===== src/hw/ahb_bridge_config.svh =====
`ifndef AHB_BRIDGE_CONFIG_SVH
`define AHB_BRIDGE_CONFIG_SVH

// Width of HADDR in bits.
`define AHB_ADDR_WIDTH 32

// Width of HWDATA and HRDATA in bits. 32, 64 and 128 are supported.
`define AHB_DATA_WIDTH 64

// Number of data words in the SRAM, a power of two.
`define MEM_DEPTH 512

`endif


===== src/hw/ahb_bridge_pkg.sv =====
`include "ahb_bridge_config.svh"

package ahb_bridge_pkg;

    // AHB transfer types as carried on HTRANS.
    typedef enum logic [1:0] {
        HTRANS_IDLE   = 2'b00,
        HTRANS_BUSY   = 2'b01,
        HTRANS_NONSEQ = 2'b10,
        HTRANS_SEQ    = 2'b11
    } htrans_e;

    // AHB transfer sizes as carried on HSIZE.
    typedef enum logic [2:0] {
        HSIZE_BYTE   = 3'b000,
        HSIZE_HALF   = 3'b001,
        HSIZE_WORD   = 3'b010,
        HSIZE_DWORD  = 3'b011,
        HSIZE_LINE4  = 3'b100,
        HSIZE_LINE8  = 3'b101,
        HSIZE_LINE16 = 3'b110,
        HSIZE_LINE32 = 3'b111
    } hsize_e;

    localparam int LANES     = `AHB_DATA_WIDTH / 8;
    localparam int LANE_BITS = $clog2(LANES);
    localparam int WADDR_BITS = $clog2(`MEM_DEPTH);

    typedef logic [`AHB_DATA_WIDTH-1:0] data_t;
    typedef logic [LANES-1:0]           byteen_t;
    typedef logic [WADDR_BITS-1:0]      word_addr_t;

endpackage


===== src/hw/mem_req_if.sv =====
`timescale 1ns/1ps

interface mem_req_if (
    input logic s_ahb
);
    import ahb_bridge_pkg::*;

    // Write request, valid during the data phase of an AHB write.
    logic       wr_en;
    word_addr_t wr_addr;
    data_t      wr_data;
    byteen_t    wr_byteen;

    // Read request, valid during the address phase of an AHB read.
    logic       rd_en;
    word_addr_t rd_addr;

    modport decode (
        input  s_ahb,
        output wr_en,
        output wr_addr,
        output wr_data,
        output wr_byteen,
        output rd_en,
        output rd_addr
    );

    modport execute (
        input  s_ahb,
        input  wr_en,
        input  wr_addr,
        input  wr_data,
        input  wr_byteen,
        input  rd_en,
        input  rd_addr
    );

    modport monitor (
        input  s_ahb,
        input  wr_en,
        input  wr_addr,
        input  wr_data,
        input  wr_byteen,
        input  rd_addr
    );

endinterface


===== src/hw/read_forward_merge.sv =====
`timescale 1ns/1ps

module read_forward_merge (
    input  logic                   s_ahb,
    input  logic                   rst,
    mem_req_if.monitor             req,
    input  logic                   rd_en,
    input  ahb_bridge_pkg::data_t  mem_data,
    output ahb_bridge_pkg::data_t  hrdata
);
    import ahb_bridge_pkg::*;

    logic    same_word;
    logic    hit_q;
    logic    rd_seen_q;
    byteen_t fwd_lanes_q;
    data_t   fwd_data_q;
    data_t   merged;

    // The SRAM returns old data here, so the write bytes are kept aside.
    assign same_word = req.wr_en && (req.wr_addr == req.rd_addr);

    always_ff @(posedge s_ahb) begin
        if (rst) begin
            hit_q     <= 1'b0;
            rd_seen_q <= 1'b0;
        end else if (rd_en) begin
            hit_q     <= same_word;
            rd_seen_q <= 1'b1;
        end
    end

    always_ff @(posedge s_ahb) begin
        if (rd_en) begin
            fwd_lanes_q <= req.wr_byteen;
            fwd_data_q  <= req.wr_data;
        end
    end

    always_comb begin
        merged = mem_data;
        for (int i = 0; i < LANES; i++) begin
            if (hit_q && fwd_lanes_q[i]) begin
                merged[i*8 +: 8] = fwd_data_q[i*8 +: 8];
            end
        end
    end

    // Nothing has been read yet right after reset.
    assign hrdata = rd_seen_q ? merged : '0;

endmodule


===== src/flat_wrapper.sv =====
// flat-port wrapper written by rule: the top's interface ports become plain ports
module read_forward_merge_flat import ahb_bridge_pkg::*;
  (s_ahb, rst, rd_en, mem_data, hrdata, req_wr_en, req_wr_addr, req_wr_data, req_wr_byteen, req_rd_addr);
  mem_req_if req_i (.s_ahb(s_ahb));
  input  logic s_ahb;
  input  logic rst;
  input  logic rd_en;
  input  ahb_bridge_pkg::data_t mem_data;
  output ahb_bridge_pkg::data_t hrdata;
  input wire logic [$bits(req_i.wr_en)-1:0] req_wr_en;
  input wire logic [$bits(req_i.wr_addr)-1:0] req_wr_addr;
  input wire logic [$bits(req_i.wr_data)-1:0] req_wr_data;
  input wire logic [$bits(req_i.wr_byteen)-1:0] req_wr_byteen;
  input wire logic [$bits(req_i.rd_addr)-1:0] req_rd_addr;
  assign req_i.wr_en = req_wr_en;
  assign req_i.wr_addr = req_wr_addr;
  assign req_i.wr_data = req_wr_data;
  assign req_i.wr_byteen = req_wr_byteen;
  assign req_i.rd_addr = req_rd_addr;
  read_forward_merge u_core (.s_ahb(s_ahb), .rst(rst), .req(req_i), .rd_en(rd_en), .mem_data(mem_data), .hrdata(hrdata));
endmodule

===== config.mk =====
export PLATFORM = sky130hd
export DESIGN_NAME = read_forward_merge_flat
export DESIGN_NICKNAME = d
export VERILOG_FILES = /design/src/hw/ahb_bridge_pkg.sv /design/src/hw/mem_req_if.sv /design/src/hw/read_forward_merge.sv /design/src/flat_wrapper.sv
export VERILOG_INCLUDE_DIRS = /design/src /design/src/hw
export SDC_FILE = /design/constraint.sdc
export NUM_CORES = 1
export LEC_CHECK = 0
export BUFFER_PORTS_ARGS = -buffer_cell sky130_fd_sc_hd__buf_2
export CAP_MARGIN = 0
export CORE_MARGIN = 1
export CORE_UTILIZATION = 43
export DETAILED_ROUTE_END_ITERATION = 16
export PLACE_DENSITY = 0.78
export SLEW_MARGIN = 5
export SYNTH_ARGS = -nofsm -noshare
export SYNTH_HDL_FRONTEND = slang
export SYNTH_SLANG_ARGS = --single-unit

===== constraint.sdc =====
create_clock -name s_ahb -period 1.4 [get_ports s_ahb]
set_input_delay 0.35 -clock s_ahb [delete_from_list [all_inputs] [get_ports s_ahb]]
set_output_delay 0.35 -clock s_ahb [all_outputs]
set_load 0.005 [all_outputs]

=== Word-level counts from Yosys, hierarchy flattened ===
Index checks and enable logic that the tools add are counted.

* Eq/ne operators: 1
* Multiplexer cells: 9
* Reduce and logical (&&, ||, !) cells: 9

{| class="wikitable"
|+ Operators by type and width
! operator !! number
|-
| 64-bit 2-to-1 mux || 1
|-
| 8-bit 2-to-1 mux || 8
|-
| 9-bit equality test || 1
|-
| 1-bit logical AND || 9
|}

* Bits in registers: 74
* Input port bits: 158

=== Longest topological paths before layout ===
* Word-level depth: 3
* Mapped depth: 5
* Depth with buffers taken out: 4

=== Worst setup path after synthesis ===
No wires, ideal clock.

* Kind: register to output
* From: reg u_core.fwd_lanes_q[6]
* To: out hrdata[53]
* Arrival time: 0.929 ns
* Required time: 1.050 ns
* Path slack: 0.121 ns
* Stages on the path, launching flop included: 5
* Cell sequence: edfxtp_1 -> buf_4 -> nand2_1 -> nand2_1 -> a21boi_0

* Cells in the longest elaborated chain, start to end: 3

{| class="wikitable"
|+ Ends and longest elaborated chain
! item !! RTL line !! RTL
|-
| start, declared || read_forward_merge.sv:16 || <nowiki>byteen_t fwd_lanes_q;</nowiki>
|-
| start signal, assigned || read_forward_merge.sv:35 || <nowiki>fwd_lanes_q <= req.wr_byteen;</nowiki>
|-
| 1-bit logical AND || read_forward_merge.sv:43 || <nowiki>if (hit_q && fwd_lanes_q[i]) begin</nowiki>
|-
| 8-bit 2-to-1 mux || read_forward_merge.sv:43 ||
|-
| 64-bit 2-to-1 mux || read_forward_merge.sv:50 || <nowiki>assign hrdata = rd_seen_q ? merged : '0;</nowiki>
|-
| end, declared || flat_wrapper.sv:9 || <nowiki>output ahb_bridge_pkg::data_t hrdata;</nowiki>
|}

Every way passes these cells.

=== Final worst setup path ===
* From: reg u_core.hit_q
* To: out hrdata[15]

* Cells in the longest elaborated chain, start to end: 3

{| class="wikitable"
|+ Ends and longest elaborated chain
! item !! RTL line !! RTL
|-
| start, declared || read_forward_merge.sv:14 || <nowiki>logic hit_q;</nowiki>
|-
| start signal, assigned || read_forward_merge.sv:28 || <nowiki>hit_q <= same_word;</nowiki>
|-
| 1-bit logical AND || read_forward_merge.sv:43 ||
|-
| 8-bit 2-to-1 mux || read_forward_merge.sv:43 ||
|-
| 64-bit 2-to-1 mux || read_forward_merge.sv:50 ||
|}

Every way passes these cells.

==> results.txt <==
The post-route antenna net violation count came out at 0. The number of buffers added by the clock tree synthesis step is 9. In this run the count of I/O pins placed on the die edge is roughly 220.

The critical path in this run is classified as reg2out. The number of sinks driven by the clock tree came out at 74. The via count of the first global-routing pass is between 3k and 4k. The clock-pin transition on the worst setup and hold timing paths came out at 80 ps. Setup repair after global routing could not meet its margin everywhere.

For the final routed database, the setup TNS stands at -17,420 ps. The worst setup path is captured at an output pin. The number of cell instances on the worst register-to-register path is 3. The iteration-0 DRC count of the detailed router came out at 75.

The number of max-slew violations in the final report is 0. The H-tree was split into 3 levels. The chip height is 94.0 µm.

The final period utilization came out at 124%. After synthesis, the largest family of logic cells by area is simple AND/OR/NAND/NOR gates. After Yosys synthesis, full adders, half adders and majority gates account for 0% of the synthesized area. The detailed placement HPWL is roughly 7300 µm. The buffer levels on the longest clock path came out at 2.

In this run the core area contains 33 standard-cell rows. The post-detailed-route via-to-cell ratio came out at 4.93. Among the stages of the critical path, the cell type that occurs most often is sky130_fd_sc_hd__buf_12.

During synthesis, Yosys emitted a total of 0 warnings. The compound-cell area share of the yosys netlist is 14.2%. After the last flow step, the layout net total stands at approximately 700.

Dividing the detail-routed wire length by the instance count gives 14.5 µm. The total buffers and inverters traversed by the critical path came out at 3. STA puts the critical path data required time at 1050 ps.

The synthesis-stage register bit count is 74. Once the floorplan was initialized, standard cells occupied about 44% of the core. The sequential share of the synthesized area is 60.5%. The x dimension of the die is 94.0 µm. The number of different library cells in the post-synthesis netlist is 18. After floorplanning, the core was sized to cover 8220 µm².

The worst-case IR drop observed on VDD is 0.000730 V. The overall routing resource usage is 20.9%. The overflow left after global routing is 0. The post-synthesis instance area is 3640 µm². The total of hold buffers inserted after clock tree synthesis is 0. The detailed-route via count is 3,241. The signed area change from the synthesized netlist to the final layout is 50.1%. The first global-routing pass estimated 13,900 µm of wire. The post-layout utilization of the core is between 60 and 70%. The number of hold violations in the final report came out at 0.

The placed cell area came out at 4860 µm². Max-cap violations in this run came to 0. The final layout contains routed wiring with a total length of 9500 µm. The die covers 8840 µm². The slowest stage of the critical path is the sky130_fd_sc_hd__dfxtp_4 cell.

The count of cells in the finished layout, fillers not included, comes to 657. The clock latency of the later-clocked register in the worst-skew pair is 330 ps. Summing the areas of all and, or, nand and nor instances in the mapped netlist gives 17.1% of the synthesized area.

The path category of the worst min-delay check is in2reg. The run finished, with violations left. When the netlist entered floorplanning its net count stood at 472. The top cell types in the final layout, fill and taps aside, are 220 x sky130_fd_sc_hd__buf_2, 72 x sky130_fd_sc_hd__edfxtp_1, 65 x sky130_fd_sc_hd__nand2_1. The critical path goes through buf_12 > buf_12 > nand3_2 > a21boi_1 > buf_2. For the final database, setup skew stands at 0 ps. The pin slew with the least headroom to its limit is 273 ps. The number of remaining DRC errors came out at 0.

The largest stage delay on the critical path came out at 410 ps. The data arrival time of the critical path came out at 1380 ps. The checks that failed: negative setup slack. The highest fanout seen on the critical path came out at 7.

The highest clock rate came out at a little under 0.6 GHz. The cell total after placement came out at 638. The number of cells on the worst hold path came out at 1. The number of I/O port buffers is 221.

The synthesized area per cell came out at 11.6 µm². The synthesized-area fraction occupied by xor and xnor cells is 2.16%. The ratio of cells with drive above 1 in the final layout is 55.9%. The number of stages on the worst setup path came out at 5.

The clock tree root buffer cell is sky130_fd_sc_hd__clkbuf_8. Power spread over the standard cell area amounts to 965 nW/µm². After routing the design area is 5470 µm². TritonCTS built the clock tree. The leakage power figure came out at 0.00247 µW. Leaving out fill and tap cells, the most frequent cell in the layout is sky130_fd_sc_hd__buf_2.

The largest net degree at the start of global routing is 46. Multiplexer cells account for 0% of the synthesized area. The number of instances in the synthesized netlist is 314. The number of antenna violations at the first check in global routing came out at 2.

The final number of setup-violating endpoints came out at 64. The shortest clock period the worst path allows after layout is 1730 ps. The number of filler cells placed in the layout came out at 655. Among cell families on the critical path, the largest total delay comes from buffers and inverters. The number of detailed-route iterations in the first pass is 4. The worst setup path is launched from a flop. The worst pin sits at a relative slew slack of about four fifths. The post-route worst setup slack is -333 ps.

The routability congestion estimate is 0.769.
==> Yosys cell counts <==
library cell               count  area, µm²
sky130_fd_sc_hd__buf_6         1       11.3
sky130_fd_sc_hd__buf_4         7       52.6
sky130_fd_sc_hd__a21boi_0     14        105
sky130_fd_sc_hd__a22o_1        1       8.76
sky130_fd_sc_hd__nor4_1        2       12.5
sky130_fd_sc_hd__nand2_1      73        274
sky130_fd_sc_hd__nand3_1      64        320
sky130_fd_sc_hd__a21boi_2      7       78.8
sky130_fd_sc_hd__buf_12        6        120
sky130_fd_sc_hd__buf_2         3       15.0
sky130_fd_sc_hd__xor2_1        5       43.8
sky130_fd_sc_hd__nor2_1        3       11.3
sky130_fd_sc_hd__xnor2_1       4       35.0
sky130_fd_sc_hd__a21boi_1     43        323
sky130_fd_sc_hd__clkbuf_1      6       22.5
sky130_fd_sc_hd__dfxtp_1       2       40.0
sky130_fd_sc_hd__nand4_1       1       6.26
sky130_fd_sc_hd__edfxtp_1     72       2160
==> state kept, by name, summed over array words and instances, names as in the netlist <==
signal	cells
u_core.rd_seen_q	1
u_core.hit_q	1
u_core.fwd_data_q	64
u_core.fwd_lanes_q	8
==> report_power, final <==
group | internal [µW] | switching [µW]
logic | 361 | 301
registers | 2620 | 74.0
clock network | 1170 | 747
total | 4150 | 1120
==> repair_timing <==
| action | CTS | global route |
|---|---|---|
| cloned | 0 | 2 |
| endpoints found under the setup margin | 64 | 64 |
| buffers inserted | 0 | 0 |
| pin swaps | 2 | 19 |
| resized for setup | 37 | 48 |
==> routing by layer <==
metal / global-route usage, % / wire, µm
met1: 22.7 / 3610
met2: 38.2 / 5040
met3: 5.99 / 617
met4: 8.08 / 220
met5: 0 / 13
==> worst reg2reg max path: cells and delay by family (launching register included) <==
family          cells  cell delay (ps)
flops               1              380
buf+inv             2              320
compound gates      1              230
==> kinds of logic (layout without fill, tap and decap cells) <==
logic type	count (synthesis)	count (layout)
AO/OA/AOI/OAI	65	65
buffers and inverters	23	260
XOR/XNOR	9	9
AND/OR/NAND/NOR	143	143
other	0	1
flip-flops	74	74
==> path summary, 6_finish.rpt <==
check	startpoint	end	slack, ps
max	u_core.hit_q	hrdata[15]	-330
min reg2reg	u_core.rd_seen_q	u_core.rd_seen_q	720
max reg2reg	u_core.hit_q	u_core.hit_q	360
min	req_wr_data[15]	u_core.fwd_data_q[15]	190
==> layout make-up <==
cell class / count / area [µm²] / area share (%)
diodes: 1 / 2.50 / 0.0458
well taps: 105 / 131 / 2.40
repair buffers: 244 / 1430 / 26.1
multi-input cells: 217 / 1470 / 26.8
flip-flops and latches: 74 / 2210 / 40.4
clock inverters: 6 / 105 / 1.92
clock buffers: 10 / 128 / 2.33
==> per-stage QoR <==
step | hold WS [ps] | power (µW) | setup WS (ps)
after global routing | 164 | 5490 | -414
after global placement | 527 | 3320 | -122
after floorplan | 422 | 2940 | 121
after CTS | 167 | 5290 | -348
after detailed placement | 528 | 3360 | -152
final | 186 | 5280 | -333
Note: power is estimated with default switching activity, not from simulation.
