==> config.mk <==
export PLATFORM = sky130hd
export DESIGN_NAME = ahb_addr_decode_flat
export DESIGN_NICKNAME = d
export VERILOG_FILES = /design/src/hw/ahb_bridge_pkg.sv /design/src/hw/mem_req_if.sv /design/src/hw/ahb_addr_decode.sv /design/src/flat_wrapper.sv
export VERILOG_INCLUDE_DIRS = /design/src /design/src/hw
export SDC_FILE = /design/constraint.sdc
export NUM_CORES = 1
export LEC_CHECK = 0
export ABC_AREA = 0
export BUFFER_PORTS_ARGS = -buffer_cell sky130_fd_sc_hd__buf_2
export CAP_MARGIN = 20
export CORE_AREA = 2 2 77 79
export DETAILED_ROUTE_END_ITERATION = 8
export DIE_AREA = 0 0 79 81
export PLACE_DENSITY = 0.76
export RECOVER_POWER = 50
export SLEW_MARGIN = 20
export SYNTH_ARGS = -nofsm -noshare
export SYNTH_HDL_FRONTEND = slang
export SYNTH_SLANG_ARGS = --single-unit
==> constraint.sdc <==
create_clock -name s_ahb -period 1.88 [get_ports s_ahb]
set_input_delay 0.47 -clock s_ahb [delete_from_list [all_inputs] [get_ports s_ahb]]
set_output_delay 0.47 -clock s_ahb [all_outputs]
set_load 0.03 [all_outputs]
==> src/hw/ahb_bridge_config.svh <==
`ifndef AHB_BRIDGE_CONFIG_SVH
`define AHB_BRIDGE_CONFIG_SVH

// Width of HADDR in bits.
`define AHB_ADDR_WIDTH 32

// Width of HWDATA and HRDATA in bits. 32, 64 and 128 are supported.
`define AHB_DATA_WIDTH 64

// Number of data words in the SRAM, a power of two.
`define MEM_DEPTH 512

`endif

==> src/hw/ahb_bridge_pkg.sv <==
`include "ahb_bridge_config.svh"

package ahb_bridge_pkg;

    // AHB transfer types as carried on HTRANS.
    typedef enum logic [1:0] {
        HTRANS_IDLE   = 2'b00,
        HTRANS_BUSY   = 2'b01,
        HTRANS_NONSEQ = 2'b10,
        HTRANS_SEQ    = 2'b11
    } htrans_e;

    // AHB transfer sizes as carried on HSIZE.
    typedef enum logic [2:0] {
        HSIZE_BYTE   = 3'b000,
        HSIZE_HALF   = 3'b001,
        HSIZE_WORD   = 3'b010,
        HSIZE_DWORD  = 3'b011,
        HSIZE_LINE4  = 3'b100,
        HSIZE_LINE8  = 3'b101,
        HSIZE_LINE16 = 3'b110,
        HSIZE_LINE32 = 3'b111
    } hsize_e;

    localparam int LANES     = `AHB_DATA_WIDTH / 8;
    localparam int LANE_BITS = $clog2(LANES);
    localparam int WADDR_BITS = $clog2(`MEM_DEPTH);

    typedef logic [`AHB_DATA_WIDTH-1:0] data_t;
    typedef logic [LANES-1:0]           byteen_t;
    typedef logic [WADDR_BITS-1:0]      word_addr_t;

endpackage

==> src/hw/mem_req_if.sv <==
`timescale 1ns/1ps

interface mem_req_if (
    input logic s_ahb
);
    import ahb_bridge_pkg::*;

    // Write request, valid during the data phase of an AHB write.
    logic       wr_en;
    word_addr_t wr_addr;
    data_t      wr_data;
    byteen_t    wr_byteen;

    // Read request, valid during the address phase of an AHB read.
    logic       rd_en;
    word_addr_t rd_addr;

    modport decode (
        input  s_ahb,
        output wr_en,
        output wr_addr,
        output wr_data,
        output wr_byteen,
        output rd_en,
        output rd_addr
    );

    modport execute (
        input  s_ahb,
        input  wr_en,
        input  wr_addr,
        input  wr_data,
        input  wr_byteen,
        input  rd_en,
        input  rd_addr
    );

    modport monitor (
        input  s_ahb,
        input  wr_en,
        input  wr_addr,
        input  wr_data,
        input  wr_byteen,
        input  rd_addr
    );

endinterface

==> src/hw/ahb_addr_decode.sv <==
`timescale 1ns/1ps
`include "ahb_bridge_config.svh"

module ahb_addr_decode (
    input  logic                         s_ahb,
    input  logic                         rst,
    input  logic                         hsel,
    input  logic [`AHB_ADDR_WIDTH-1:0]   haddr,
    input  ahb_bridge_pkg::htrans_e      htrans,
    input  logic                         hwrite,
    input  ahb_bridge_pkg::hsize_e       hsize,
    input  ahb_bridge_pkg::data_t        hwdata,
    mem_req_if.decode                    req
);
    import ahb_bridge_pkg::*;

    logic                 active;
    logic                 wr_start;
    logic [LANE_BITS-1:0] lane_off;
    int unsigned          lane_cnt;
    word_addr_t           word_addr;
    byteen_t              lane_mask;

    logic                 wr_en_q;
    word_addr_t           wr_addr_q;
    byteen_t              wr_byteen_q;

    // Only NONSEQ and SEQ carry a transfer; IDLE and BUSY are ignored.
    assign active   = hsel && (htrans == HTRANS_NONSEQ || htrans == HTRANS_SEQ);
    assign wr_start = active && hwrite;

    // Out-of-range addresses wrap modulo the memory depth.
    assign lane_off  = haddr[LANE_BITS-1:0];
    assign word_addr = haddr[LANE_BITS +: WADDR_BITS];

    // Lanes run from the byte offset for 2**hsize bytes and stop at the top lane.
    always_comb begin
        lane_cnt = 32'd1 << hsize;
        for (int j = 0; j < LANES; j++) begin
            lane_mask[j] = (j >= int'(lane_off)) && (j < int'(lane_off) + int'(lane_cnt));
        end
    end

    always_ff @(posedge s_ahb) begin
        if (rst) begin
            wr_en_q     <= 1'b0;
            wr_byteen_q <= '0;
        end else begin
            wr_en_q     <= wr_start;
            wr_byteen_q <= wr_start ? lane_mask : '0;
        end
    end

    always_ff @(posedge s_ahb) begin
        if (wr_start) begin
            wr_addr_q <= word_addr;
        end
    end

    // Reads go out in the address phase.
    assign req.rd_en   = active && !hwrite;
    assign req.rd_addr = word_addr;

    // Writes meet their data one cycle later.
    assign req.wr_en     = wr_en_q;
    assign req.wr_addr   = wr_addr_q;
    assign req.wr_byteen = wr_byteen_q;
    assign req.wr_data   = hwdata;

endmodule

==> src/flat_wrapper.sv <==
// flat-port wrapper written by rule: the top's interface ports become plain ports
module ahb_addr_decode_flat import ahb_bridge_pkg::*;
  (s_ahb, rst, hsel, haddr, htrans, hwrite, hsize, hwdata, req_wr_en, req_wr_addr, req_wr_data, req_wr_byteen, req_rd_en, req_rd_addr);
  mem_req_if req_i (.s_ahb(s_ahb));
  input  logic s_ahb;
  input  logic rst;
  input  logic hsel;
  input  logic [`AHB_ADDR_WIDTH-1:0] haddr;
  input  ahb_bridge_pkg::htrans_e htrans;
  input  logic hwrite;
  input  ahb_bridge_pkg::hsize_e hsize;
  input  ahb_bridge_pkg::data_t hwdata;
  output wire logic [$bits(req_i.wr_en)-1:0] req_wr_en;
  output wire logic [$bits(req_i.wr_addr)-1:0] req_wr_addr;
  output wire logic [$bits(req_i.wr_data)-1:0] req_wr_data;
  output wire logic [$bits(req_i.wr_byteen)-1:0] req_wr_byteen;
  output wire logic [$bits(req_i.rd_en)-1:0] req_rd_en;
  output wire logic [$bits(req_i.rd_addr)-1:0] req_rd_addr;
  assign req_wr_en = req_i.wr_en;
  assign req_wr_addr = req_i.wr_addr;
  assign req_wr_data = req_i.wr_data;
  assign req_wr_byteen = req_i.wr_byteen;
  assign req_rd_en = req_i.rd_en;
  assign req_rd_addr = req_i.rd_addr;
  ahb_addr_decode u_core (.s_ahb(s_ahb), .rst(rst), .hsel(hsel), .haddr(haddr), .htrans(htrans), .hwrite(hwrite), .hsize(hsize), .hwdata(hwdata), .req(req_i));
endmodule
# Yosys cells after proc, flatten, opt, wreduce, memory -nomap -nowiden
# Index checks and enable logic that the tools add are counted.
dict set report totals {
  inputBits 105
  word_cells 36
  output_inout_bits 92
  regBits 18
}
dict set report classes {
  n_eq_ne 2
  n_shift 1
  order_cmp 15
  bitwise_logic 1
  n_reduce_logical 13
  addsub 1
}
# operator n
set ops {}
lappend ops {{4-bit by 32-bit less-than comparator with 1-bit output, first input constant} 4}
lappend ops {{3-bit by 32-bit less-than comparator with 1-bit output, first input constant} 2}
lappend ops {{4-bit by 32-bit adder with 32-bit output} 1}
lappend ops {{1-bit by 32-bit less-than comparator with 1-bit output, first input constant} 1}
lappend ops {{2-bit by 32-bit less-than comparator with 1-bit output, first input constant} 1}
lappend ops {{1-bit by 3-bit << shifter with 32-bit output, first input constant} 1}
lappend ops {{1-bit logical AND} 10}
lappend ops {{3-bit greater-or-equal comparator, first input constant} 3}
lappend ops {{1-bit by 3-bit greater-or-equal comparator with 1-bit output, first input constant} 2}
lappend ops {{2-bit by 3-bit greater-or-equal comparator with 1-bit output, first input constant} 2}
lappend ops {{2-bit == test, second input constant} 2}
lappend ops {{2-bit OR reduction} 1}
lappend ops {{1-bit logical NOT} 1}
lappend ops {{1-bit logical OR} 1}
lappend ops {{1-bit inverter} 1}

# Logic depth before layout (Yosys ltp)
# Gate-level depths: netlist of the first run.
dict set report logic_depth {
  word_depth 6
  mapped_depth 6
}

# Worst setup path before layout of the first run
# No wires, ideal clock.
dict set report synth_timing {
  path_kind {input port to flip-flop}
  from {input hsize[2]}
  to {register u_core.wr_byteen_q[1] (netlist: u_core.req.wr_byteen[1])}
  path_stages 6
  setup_slack_ns 0.072
  t_arrival_ns 1.717
  t_required_ns 1.789
  setup_time_ns 0.091
  n_path_buf 0
  path_cell_list {nor3_1 > ha_1 > fa_1 > and2_1 > a21o_1 > a311oi_1}
}
dict set report synth_via {
  elab_chain_len 4
}
# item line
set synth_lines {}
lappend synth_lines {{from (decl)} flat_wrapper.sv:11} ;# input ahb_bridge_pkg::hsize_e hsize;
lappend synth_lines {{1-bit by 3-bit << shifter with 32-bit output} ahb_addr_decode.sv:38} ;# lane_cnt = 32'd1 << hsize;
lappend synth_lines {{4-bit by 32-bit adder with 32-bit output} ahb_addr_decode.sv:40} ;# lane_mask[j] = (j >= int'(lane_off)) && (j < int'(lane_off) + int'(lane_cnt));
lappend synth_lines {{2-bit by 32-bit less-than comparator with 1-bit output} ahb_addr_decode.sv:40}
lappend synth_lines {{1-bit logical AND} ahb_addr_decode.sv:40}
lappend synth_lines {{to (signal assigned)} ahb_addr_decode.sv:50} ;# wr_byteen_q <= wr_start ? lane_mask : '0;
lappend synth_lines {{to (decl)} ahb_addr_decode.sv:26} ;# byteen_t wr_byteen_q;
# Every way passes these cells.
# A chain may end at the register's enable or synchronous reset.

# Final worst setup path of the first run
dict set report layout_timing {
  from {input hsize[1]}
  to {register u_core.wr_byteen_q[1] (netlist: u_core.req.wr_byteen[1])}
}
# The elaborated chain is that of the path after synthesis.

==> results of run 1 <==
[cells by family after synthesis]
family | synth area share (%)
adder cells (fa/ha/maj) | 4.415
AO/OA/AOI/OAI | 8.926
AND/OR/NAND/NOR | 8.828
XOR/XNOR | 0.6719
buffers and inverters | 42.61
flip-flops | 34.55
[registers in the layout (all words and copies together) (netlist names)]
| name | flops |
|---|---|
| u_core.req.wr_addr | 9 |
| u_core.req.wr_byteen | 8 |
| u_core.req.wr_en | 1 |
[cell usage in the layout, fill, tap and decap left out, types with 3 or more instances in the layout]
| cell | n |
|---|---|
| buf_4 | 8 |
| nand3_1 | 3 |
| ha_1 | 3 |
| a21oi_1 | 3 |
| buf_2 | 42 |
| clkbuf_1 | 6 |
| edfxtp_1 | 9 |
| nand2_1 | 4 |
| a31oi_1 | 4 |
| clkbuf_8 | 3 |
| nor2_1 | 4 |
| dfxtp_1 | 9 |
[layout make-up]
type / instances / area share, %
Tap cell: 75 / 7.870
Inverter: 2 / 0.6296
Sequential cell: 18 / 37.78
Timing Repair Buffer: 55 / 24.24
Clock buffer: 4 / 3.778
Multi-Input combinational cell: 42 / 25.71
[power groups by stage]
stage                     clock network [uW]  registers [uW]  logic, uW
after floorplan                            0             464        339
after global placement                     0             436        169
after detailed placement                   0             436        174
after CTS                                270             428        175
after global routing                     288             429        190
final                                    262             428        175
[stage by stage]
step                instance area, um^2  power [uW]  hold WS [ns]  utilization [%]
detailed placement                 1145       610.7        0.6655            20.17
finish                             1192       864.5        0.4052            21.01
global placement                   1145       605.8        0.6626            20.17
global route                       1192       907.0        0.4003            21.01
CTS                                1190       872.6        0.4014            20.97
floorplan                          1304       803.1        0.5480                -
[worst paths after layout]
check                                                 to      from  depth (start not counted)
worst max-delay path  u_core.req.wr_byteen[1]$_SDFF_PP0_  hsize[1]                          7
worst min-delay path     u_core.req.wr_addr[1]$_DFFE_PP_  haddr[4]                          1
[metal layers]
| layer | wire (um) | global-route usage [%] | vias up |
|---|---|---|---|
| met1 | 712 | 5.081 | 347 |
| met3 | 933 | 10.44 | 15 |
| met5 | 0 | 0 | - |
| met4 | 115 | 6.207 | 0 |
| met2 | 1756 | 18.31 | 105 |
| li1 | - | - | 356 |
==> results.py, run 1 <==
metrics = {
    "drt": {
        "ant_nets": 0,
        "num_vias": 823,
        "first_pass_iters": 4,
        "dr.first_iter.drc_count": 51,
        "wl_mm": 3.518,
        "drc_errors": 0,
        "viasPerCell": 4.199,
        "wl_per_cell_um": 17.95,
    },
    "cells_and_area": {
        "antenna_cells": 0,
        "nFillCells": 631,
        "fin_nets": 231,
        "multi_input_area_um2": 306.5,
        "syn2layout_area_growth_pct": -8.542,
        "stdcell_count": 196,
        "drive_gt1_share_pct": 47.11,
        "regArea_um2": 450.4,
    },
    "grt": {
        "globalRouteTotalUtil_pct": 9.892,
        "grt_max_degree": 11,
        "grt_pass1_vias": 674,
        "grt_first_pass_wirelength_mm": 4.491,
        "antenna_found_initial": 0,
        "grt_overflow_total": 0,
    },
    "worst_setup_path": {
        "path_max_fanout": 4,
        "cpMaxStageDelayCell": "fa_2",
        "path_cells": "buf_2 -> nor3_1 -> ha_1 -> fa_2 -> and2_1 -> a21o_1 -> a311oi_1",
        "worstPathArrival_ns": 1.90,
        "slowest_delay_ns": 0.39,
        "startpoint_type": "primary input",
        "cp-end-kind": "flip-flop",
        "crit_type": "primary input to flip-flop",
        "path_buf_inv": 1,
        "critical_path_required_ns": 2.04,
        "cp_top_family": "adder cells",
    },
    "power_and_ir_drop": {
        "p_seq_share_pct": 49.5,
        "power.density_nw_per_um2": 725.0,
        "p_comb_share_pct": 20.2,
        "power_frac_clock_pct": 30.3,
        "p_int_uw": 639.2,
        "switchingPower_uw": 225.3,
        "switching_share_pct": 26.06,
        "p_leak_uw": 0.0005268,
        "ir_drop_uv": 278.2,
    },
    "synthesis": {
        "synth_top_cell_by_area": "buf_4",
        "yosysUniqueCellTypes": 29,
        "yosys-top-cells-area": "buf_4 42%, edfxtp_1 21%, dfxtp_1 14%",
        "ys_seq_elements": 18,
        "avgSynthCellArea_um2": 9.657,
        "ys.flop_type": "edfxtp_1",
        "ys_seq_area_share_pct": 34.55,
        "synth_most_common_cell": "buf_4",
        "synth_edf_count": 9,
        "yosysWarnings": 0,
        "synth_top_cell_area_share_pct": 42.03,
        "synth_top_cells_by_count": "73 x buf_4, 9 x dfxtp_1, 9 x edfxtp_1",
        "syn_inst": 135,
        "synth_area_um2": 1304,
        "synthArstFlopShare_pct": 0,
        "syn_nets": 244,
    },
    "floorplan": {
        "dieWidth_um": 79,
        "dieArea_um2": 6399,
        "start_util_pct": 22.97,
        "die_h_um": 81,
        "ios": 197,
        "rows": 28,
        "coreArea_um2": 5675,
    },
    "timing": {
        "finalHoldViolCount": 0,
        "fin_tns_setup_ns": 0,
        "drv_slew": 0,
        "fin_ws_ns": 0.1405,
        "fin_crit_ns": 1.740,
        "fmax_ghz": 0.5749,
        "worstMarginPinSlew_ns": 0.4653,
        "finalSetupViolCount": 0,
        "rsz0062_at_grt": "false",
        "relSlewSlack_pct": 68.79,
        "fin_crit_sh_pct": 92.53,
    },
    "clock_tree": {
        "post_cts_resized": 0,
        "cts_tree": "done",
        "hold_buffers": 0,
        "clock_sinks": 18,
        "cts_setup_buffers": 0,
        "htreeDepth": 1,
        "clk_pin_slew_ns": 0.06,
        "clock_path_buffers": 2,
        "cts_buffers": 3,
        "root_buffer": "clkbuf_8",
    },
    "placed_design": {
        "io_buffers": 47,
        "place.gp.congestion": 0.8067,
        "dp.cells": 192,
        "dpl.hpwl_mm": 3.228,
        "pre_cts_slack_ns": -0.1622,
    },
    "worst_hold_path": {
        "hold_path_class": "primary input to flip-flop",
    },
    "run_status": {
        "status": "complete, no violations",
    },
    "run": {
        "maxCapViolations": 0,
    },
}
Note: power is estimated with default switching activity, not from simulation.
==> inputs of run 2 (changes only) <==
==> constraint.sdc (replaced) <==
create_clock -name s_ahb -period 1.88 [get_ports s_ahb]
set_input_delay 0.188 -clock s_ahb [delete_from_list [all_inputs] [get_ports s_ahb]]
set_output_delay 0.188 -clock s_ahb [all_outputs]
set_load 0.03 [all_outputs]
==> run 2 against run 1 <==
  * Clock power increased by 15%
  * Largest cell class unchanged
  * Worst hold slack lost 0.28 ns
  * Combinational power down 9.7%
  * Count of clock-buffer cells in the layout did not move
  * Flip-flop and latch count unchanged
  * Sequential power barely moved
  * Critical endpoint is now u_core.req.wr_byteen[5]$_SDFF_PP0_
  * Die area unchanged
  * Final cell count decreased by 3.6%
==> results.py, run 2 (synthesis results as in run 1) <==
metrics = {
    "run_status": {
        "status": "complete, no violations",
    },
    "worst_setup_path": {
        "cp-end-kind": "flip-flop",
        "critical_path_required_ns": 2.00,
        "crit_type": "primary input to flip-flop",
        "path_buf_inv": 1,
        "cpMaxStageDelayCell": "fa_1",
        "path_max_fanout": 6,
        "slowest_delay_ns": 0.43,
        "cp_top_family": "adder cells",
        "startpoint_type": "primary input",
        "worstPathArrival_ns": 1.66,
        "path_cells": "buf_2 -> nor3_1 -> ha_1 -> fa_1 -> nand4b_1 -> o2bb2ai_1 -> a221oi_1",
    },
    "drt": {
        "dr.first_iter.drc_count": 33,
        "ant_nets": 0,
        "viasPerCell": 4.111,
        "wl_mm": 3.367,
        "num_vias": 777,
        "drc_errors": 0,
        "wl_per_cell_um": 17.81,
        "first_pass_iters": 4,
    },
    "timing": {
        "finalSetupViolCount": 0,
        "hold_ws_ns": 0.1206,
        "worstMarginPinSlew_ns": 0.5023,
        "drv_slew": 0,
        "finalHoldViolCount": 0,
        "fmax_ghz": 0.6483,
        "fin_crit_sh_pct": 82.04,
        "relSlewSlack_pct": 66.31,
        "fin_crit_ns": 1.542,
        "rsz0062_at_grt": "false",
        "fin_tns_setup_ns": 0,
    },
    "clock_tree": {
        "root_buffer": "clkbuf_8",
        "hold_buffers": 0,
        "cts_setup_buffers": 0,
        "cts_buffers": 3,
        "post_cts_resized": 0,
        "cts_tree": "done",
        "clk_pin_slew_ns": 0.06,
        "clock_path_buffers": 2,
        "clock_sinks": 18,
        "htreeDepth": 1,
    },
    "cells_and_area": {
        "multi_input_area_um2": 297.8,
        "nFillCells": 634,
        "final_common_cell": "buf_2",
        "fin_util_pct": 20.06,
        "syn2layout_area_growth_pct": -12.67,
        "fin_nets": 223,
        "drive_gt1_share_pct": 44.25,
        "largest_reg_flops": 9,
        "most-common-layout-cells": "44 x buf_2, 9 x edfxtp_1, 9 x dfxtp_1",
        "regArea_um2": 450.4,
    },
    "floorplan": {
        "dieWidth_um": 79,
        "dieArea_um2": 6399,
        "start_util_pct": 22.97,
        "ios": 197,
        "coreArea_um2": 5675,
        "die_h_um": 81,
        "rows": 28,
    },
    "grt": {
        "grt_overflow_total": 0,
        "top_usage_layer": "met2",
        "gr-usage-met2_pct": 17.71,
        "globalRouteTotalUtil_pct": 9.469,
        "grt_pass1_vias": 647,
        "met3_usage_pct": 11.22,
        "grt_max_degree": 11,
        "antenna_found_initial": 0,
        "gr-usage-met1_pct": 4.268,
        "grt_first_pass_wirelength_mm": 4.284,
    },
    "worst_hold_path": {
        "hp-start": "haddr[6]",
        "min_to": "u_core.req.wr_addr[3]$_DFFE_PP_",
        "hold_path_class": "primary input to flip-flop",
        "whs_path_depth": 1,
    },
    "placed_design": {
        "io_buffers": 47,
        "place.gp.congestion": 0.8042,
        "dpl.hpwl_mm": 3.110,
    },
    "run": {
        "maxCapViolations": 0,
    },
    "power_and_ir_drop": {
        "power.density_nw_per_um2": 779.9,
        "p_leak_uw": 0.0005056,
        "ir_drop_uv": 291.8,
    },
}
## run 2: cell count changes in the layout (fill, tap and decap cells not counted), sizes merged
cell,delta
buf,-6
clkbuf,-2
diode,+1
## run 2: where the power goes
group	internal [uW]	total (uW)	switching (uW)
clock	186	302	116
combinational	51.5	158	107
sequential	426	428	2.17
total	663	888	225
## run 2: through the flow
step / cells / setup WS, ns / area, um^2 / total power (uW)
after floorplan: 135 / 0.3544 / 1304 / 803.1
after global placement: 184 / 0.09515 / 1085 / 593.0
after detailed placement: 184 / 0.08093 / 1085 / 596.4
after CTS: 188 / 0.3456 / 1140 / 896.1
after global routing: 188 / 0.2488 / 1136 / 926.5
final: 189 / 0.3376 / 1139 / 888.0
## run 2: worst max-delay path by stage
stage / from / to / slack [ns] / cells past startpoint
final: hsize[1] / u_core.req.wr_byteen[5]$_SDFF_PP0_ / 0.34 / 7
after global routing: hsize[1] / u_core.req.wr_byteen[4]$_SDFF_PP0_ / 0.25 / 7
after CTS: hsize[1] / u_core.req.wr_byteen[5]$_SDFF_PP0_ / 0.35 / 7
after detailed placement: hsize[1] / u_core.req.wr_byteen[5]$_SDFF_PP0_ / 0.08 / 7
after global placement: hsize[1] / u_core.req.wr_byteen[5]$_SDFF_PP0_ / 0.1 / 7
after floorplan: hsize[2] / u_core.req.wr_byteen[1]$_SDFF_PP0_ / 0.35 / 6
## run 2: final cells by class
class / instances / area share, %
sequential: 18 / 39.56
multi-input combinational: 42 / 26.15
timing repair buffer: 47 / 20.33
tap: 75 / 8.242
clock buffer: 4 / 4.835
inverter: 2 / 0.6593
antenna: 1 / 0.2198
## run 2: metal layers
layer	part of all wire [%]	vias to the layer above
met4	3.3	0
li1	-	342
met3	28	15
met1	19	315
met2	49	105
met5	0	-
==> inputs of run 3 (changes only) <==
--- a/config.mk
+++ b/config.mk
@@ -12,7 +12,7 @@
 export CORE_AREA = 2 2 77 79
 export DETAILED_ROUTE_END_ITERATION = 8
 export DIE_AREA = 0 0 79 81
-export PLACE_DENSITY = 0.76
+export PLACE_DENSITY = 0.73
 export RECOVER_POWER = 50
 export SLEW_MARGIN = 20
 export SYNTH_ARGS = -nofsm -noshare
==> constraint.sdc (replaced) <==
create_clock -name s_ahb -period 1.5 [get_ports s_ahb]
set_input_delay 0.15 -clock s_ahb [delete_from_list [all_inputs] [get_ports s_ahb]]
set_output_delay 0.15 -clock s_ahb [all_outputs]
set_load 0.03 [all_outputs]
==> run 3 against run 2 <==
  * Final cell count up 4.2%
  * Global-route usage is 0.39 points higher
  * Clock power increased by 27%
  * Critical path type unchanged
  * Critical endpoint is now u_core.req.wr_byteen[1]$_SDFF_PP0_
  * Largest power group unchanged
==> results.py, run 3 (synthesis results as in run 1) <==
metrics = {
    "drt": {
        "first_pass_iters": 5,
        "viasPerCell": 4.279,
        "wl_mm": 3.591,
        "wl_per_cell_um": 18.23,
        "drc_errors": 0,
        "ant_nets": 0,
        "num_vias": 843,
        "dr.first_iter.drc_count": 18,
    },
    "timing": {
        "finalSetupViolCount": 0,
        "relSlewSlack_pct": 72.97,
        "fin_crit_ns": 1.394,
        "fmax_ghz": 0.7174,
        "finalHoldViolCount": 0,
        "rsz0062_at_grt": "false",
        "fin_crit_sh_pct": 92.93,
        "worstMarginPinSlew_ns": 0.4054,
        "drv_slew": 0,
    },
    "worst_setup_path": {
        "cp-end-kind": "flip-flop",
        "crit_type": "primary input to flip-flop",
        "path_max_fanout": 5,
        "crit_start": "hsize[2]",
        "worstPathArrival_ns": 1.56,
        "startpoint_type": "primary input",
        "critical_path_required_ns": 1.66,
    },
    "placed_design": {
        "placed_cell_area_um2": 1152,
        "io_buffers": 47,
        "dpl.hpwl_mm": 3.191,
        "place.gp.congestion": 0.7744,
    },
    "clock_tree": {
        "root_buffer": "clkbuf_8",
        "cts_setup_buffers": 0,
        "clk_pin_slew_ns": 0.06,
        "cts_tree": "done",
        "clock_path_buffers": 2,
        "post_cts_resized": 0,
        "cts_buffers": 3,
        "htreeDepth": 1,
        "clock_sinks": 18,
        "hold_buffers": 0,
    },
    "grt": {
        "grt_pass1_vias": 743,
        "grt_overflow_total": 0,
        "grt_max_degree": 11,
        "globalRouteTotalUtil_pct": 9.864,
        "grt_first_pass_wirelength_mm": 4.526,
        "antenna_found_initial": 1,
    },
    "power_and_ir_drop": {
        "switching_share_pct": 25.83,
        "power_uw": 1142,
        "power.density_nw_per_um2": 944.8,
        "ir_drop_uv": 362.7,
        "p_comb_share_pct": 19.4,
        "power_frac_clock_pct": 33.6,
        "p_leak_uw": 0.0005413,
        "p_seq_share_pct": 47.0,
        "p_int_uw": 847.0,
        "switchingPower_uw": 295.0,
    },
    "run_status": {
        "status": "complete, no violations",
    },
    "cells_and_area": {
        "fin_nets": 232,
        "drive_gt1_share_pct": 47.54,
        "design_area_um2": 1209,
        "final_common_cell": "buf_2",
        "largest_reg_flops": 9,
        "antenna_cells": 0,
        "most-common-layout-cells": "41 x buf_2, 9 x buf_4, 9 x edfxtp_1, 9 x dfxtp_1, 6 x clkbuf_1",
        "syn2layout_area_growth_pct": -7.294,
    },
    "floorplan": {
        "coreArea_um2": 5675,
        "ios": 197,
        "dieWidth_um": 79,
        "die_h_um": 81,
        "rows": 28,
        "start_util_pct": 22.97,
        "dieArea_um2": 6399,
    },
    "run": {
        "maxCapViolations": 0,
    },
    "worst_hold_path": {
        "whs_path_depth": 1,
        "hold_path_class": "primary input to flip-flop",
        "hp-start": "haddr[5]",
        "min_to": "u_core.req.wr_addr[2]$_DFFE_PP_",
    },
}
==> run 3: final cells by class <==
type / instances / area [um^2]
fillers: 633 / 4467
repair buffers: 56 / 295.3
inverters: 2 / 7.507
well taps: 75 / 93.84
flip-flops and latches: 18 / 450.4
clock buffers: 4 / 55.05
multi-input cells: 42 / 306.5
==> run 3: power groups by stage <==
stage | sequential, uW | clock [uW] | combinational, uW
after floorplan | 581 | 0 | 425
after global placement | 547 | 0 | 217
final | 536 | 384 | 222
after CTS | 536 | 398 | 222
after global routing | 537 | 419 | 239
after detailed placement | 547 | 0 | 222
==> run 3: through the flow <==
| stage | worst slack [ns] | TNS (ns) | utilization, % | std cells | hold slack, ns |
|---|---|---|---|---|---|
| floorplan | 0.01244 | 0 | - | 135 | 0.2280 |
| global placement | -0.2054 | -1.241 | 20.30 | 193 | 0.3002 |
| detailed placement | -0.2489 | -1.549 | 20.30 | 193 | 0.3002 |
| CTS | 0.03160 | 0 | 21.27 | 197 | 0.07472 |
| global route | 0.004615 | 0 | 21.30 | 197 | 0.07467 |
| finish | 0.1060 | 0 | 21.30 | 197 | 0.08140 |
==> run 3: worst max path at each step <==
stage | end | slack (ns) | depth (start not counted)
2_1_floorplan | u_core.req.wr_byteen[1]$_SDFF_PP0_ | 0.01 | 6
3_3_place_gp | u_core.req.wr_byteen[5]$_SDFF_PP0_ | -0.21 | 7
3_5_place_dp | u_core.req.wr_byteen[6]$_SDFF_PP0_ | -0.25 | 7
4_1_cts | u_core.req.wr_byteen[6]$_SDFF_PP0_ | 0.03 | 7
5_1_grt | u_core.req.wr_byteen[1]$_SDFF_PP0_ | 0.005 | 7
6_report | u_core.req.wr_byteen[1]$_SDFF_PP0_ | 0.11 | 7
==> run 3: metal layers <==
metal / vias up / routed length (um) / GRT usage (%)
li1: 361 / - / -
met1: 344 / 728 / 4.871
met2: 107 / 1648 / 17.29
met3: 29 / 1008 / 10.78
met4: 2 / 192 / 8.103
met5: - / 13 / 0
==> run 3: critical path, stage by stage <==
cell	delay (ns)
buf_2	0.13
nor3_1	0.06
ha_1	0.20
fa_2	0.38
and2_1	0.17
a21o_1	0.21
a311oi_1	0.26
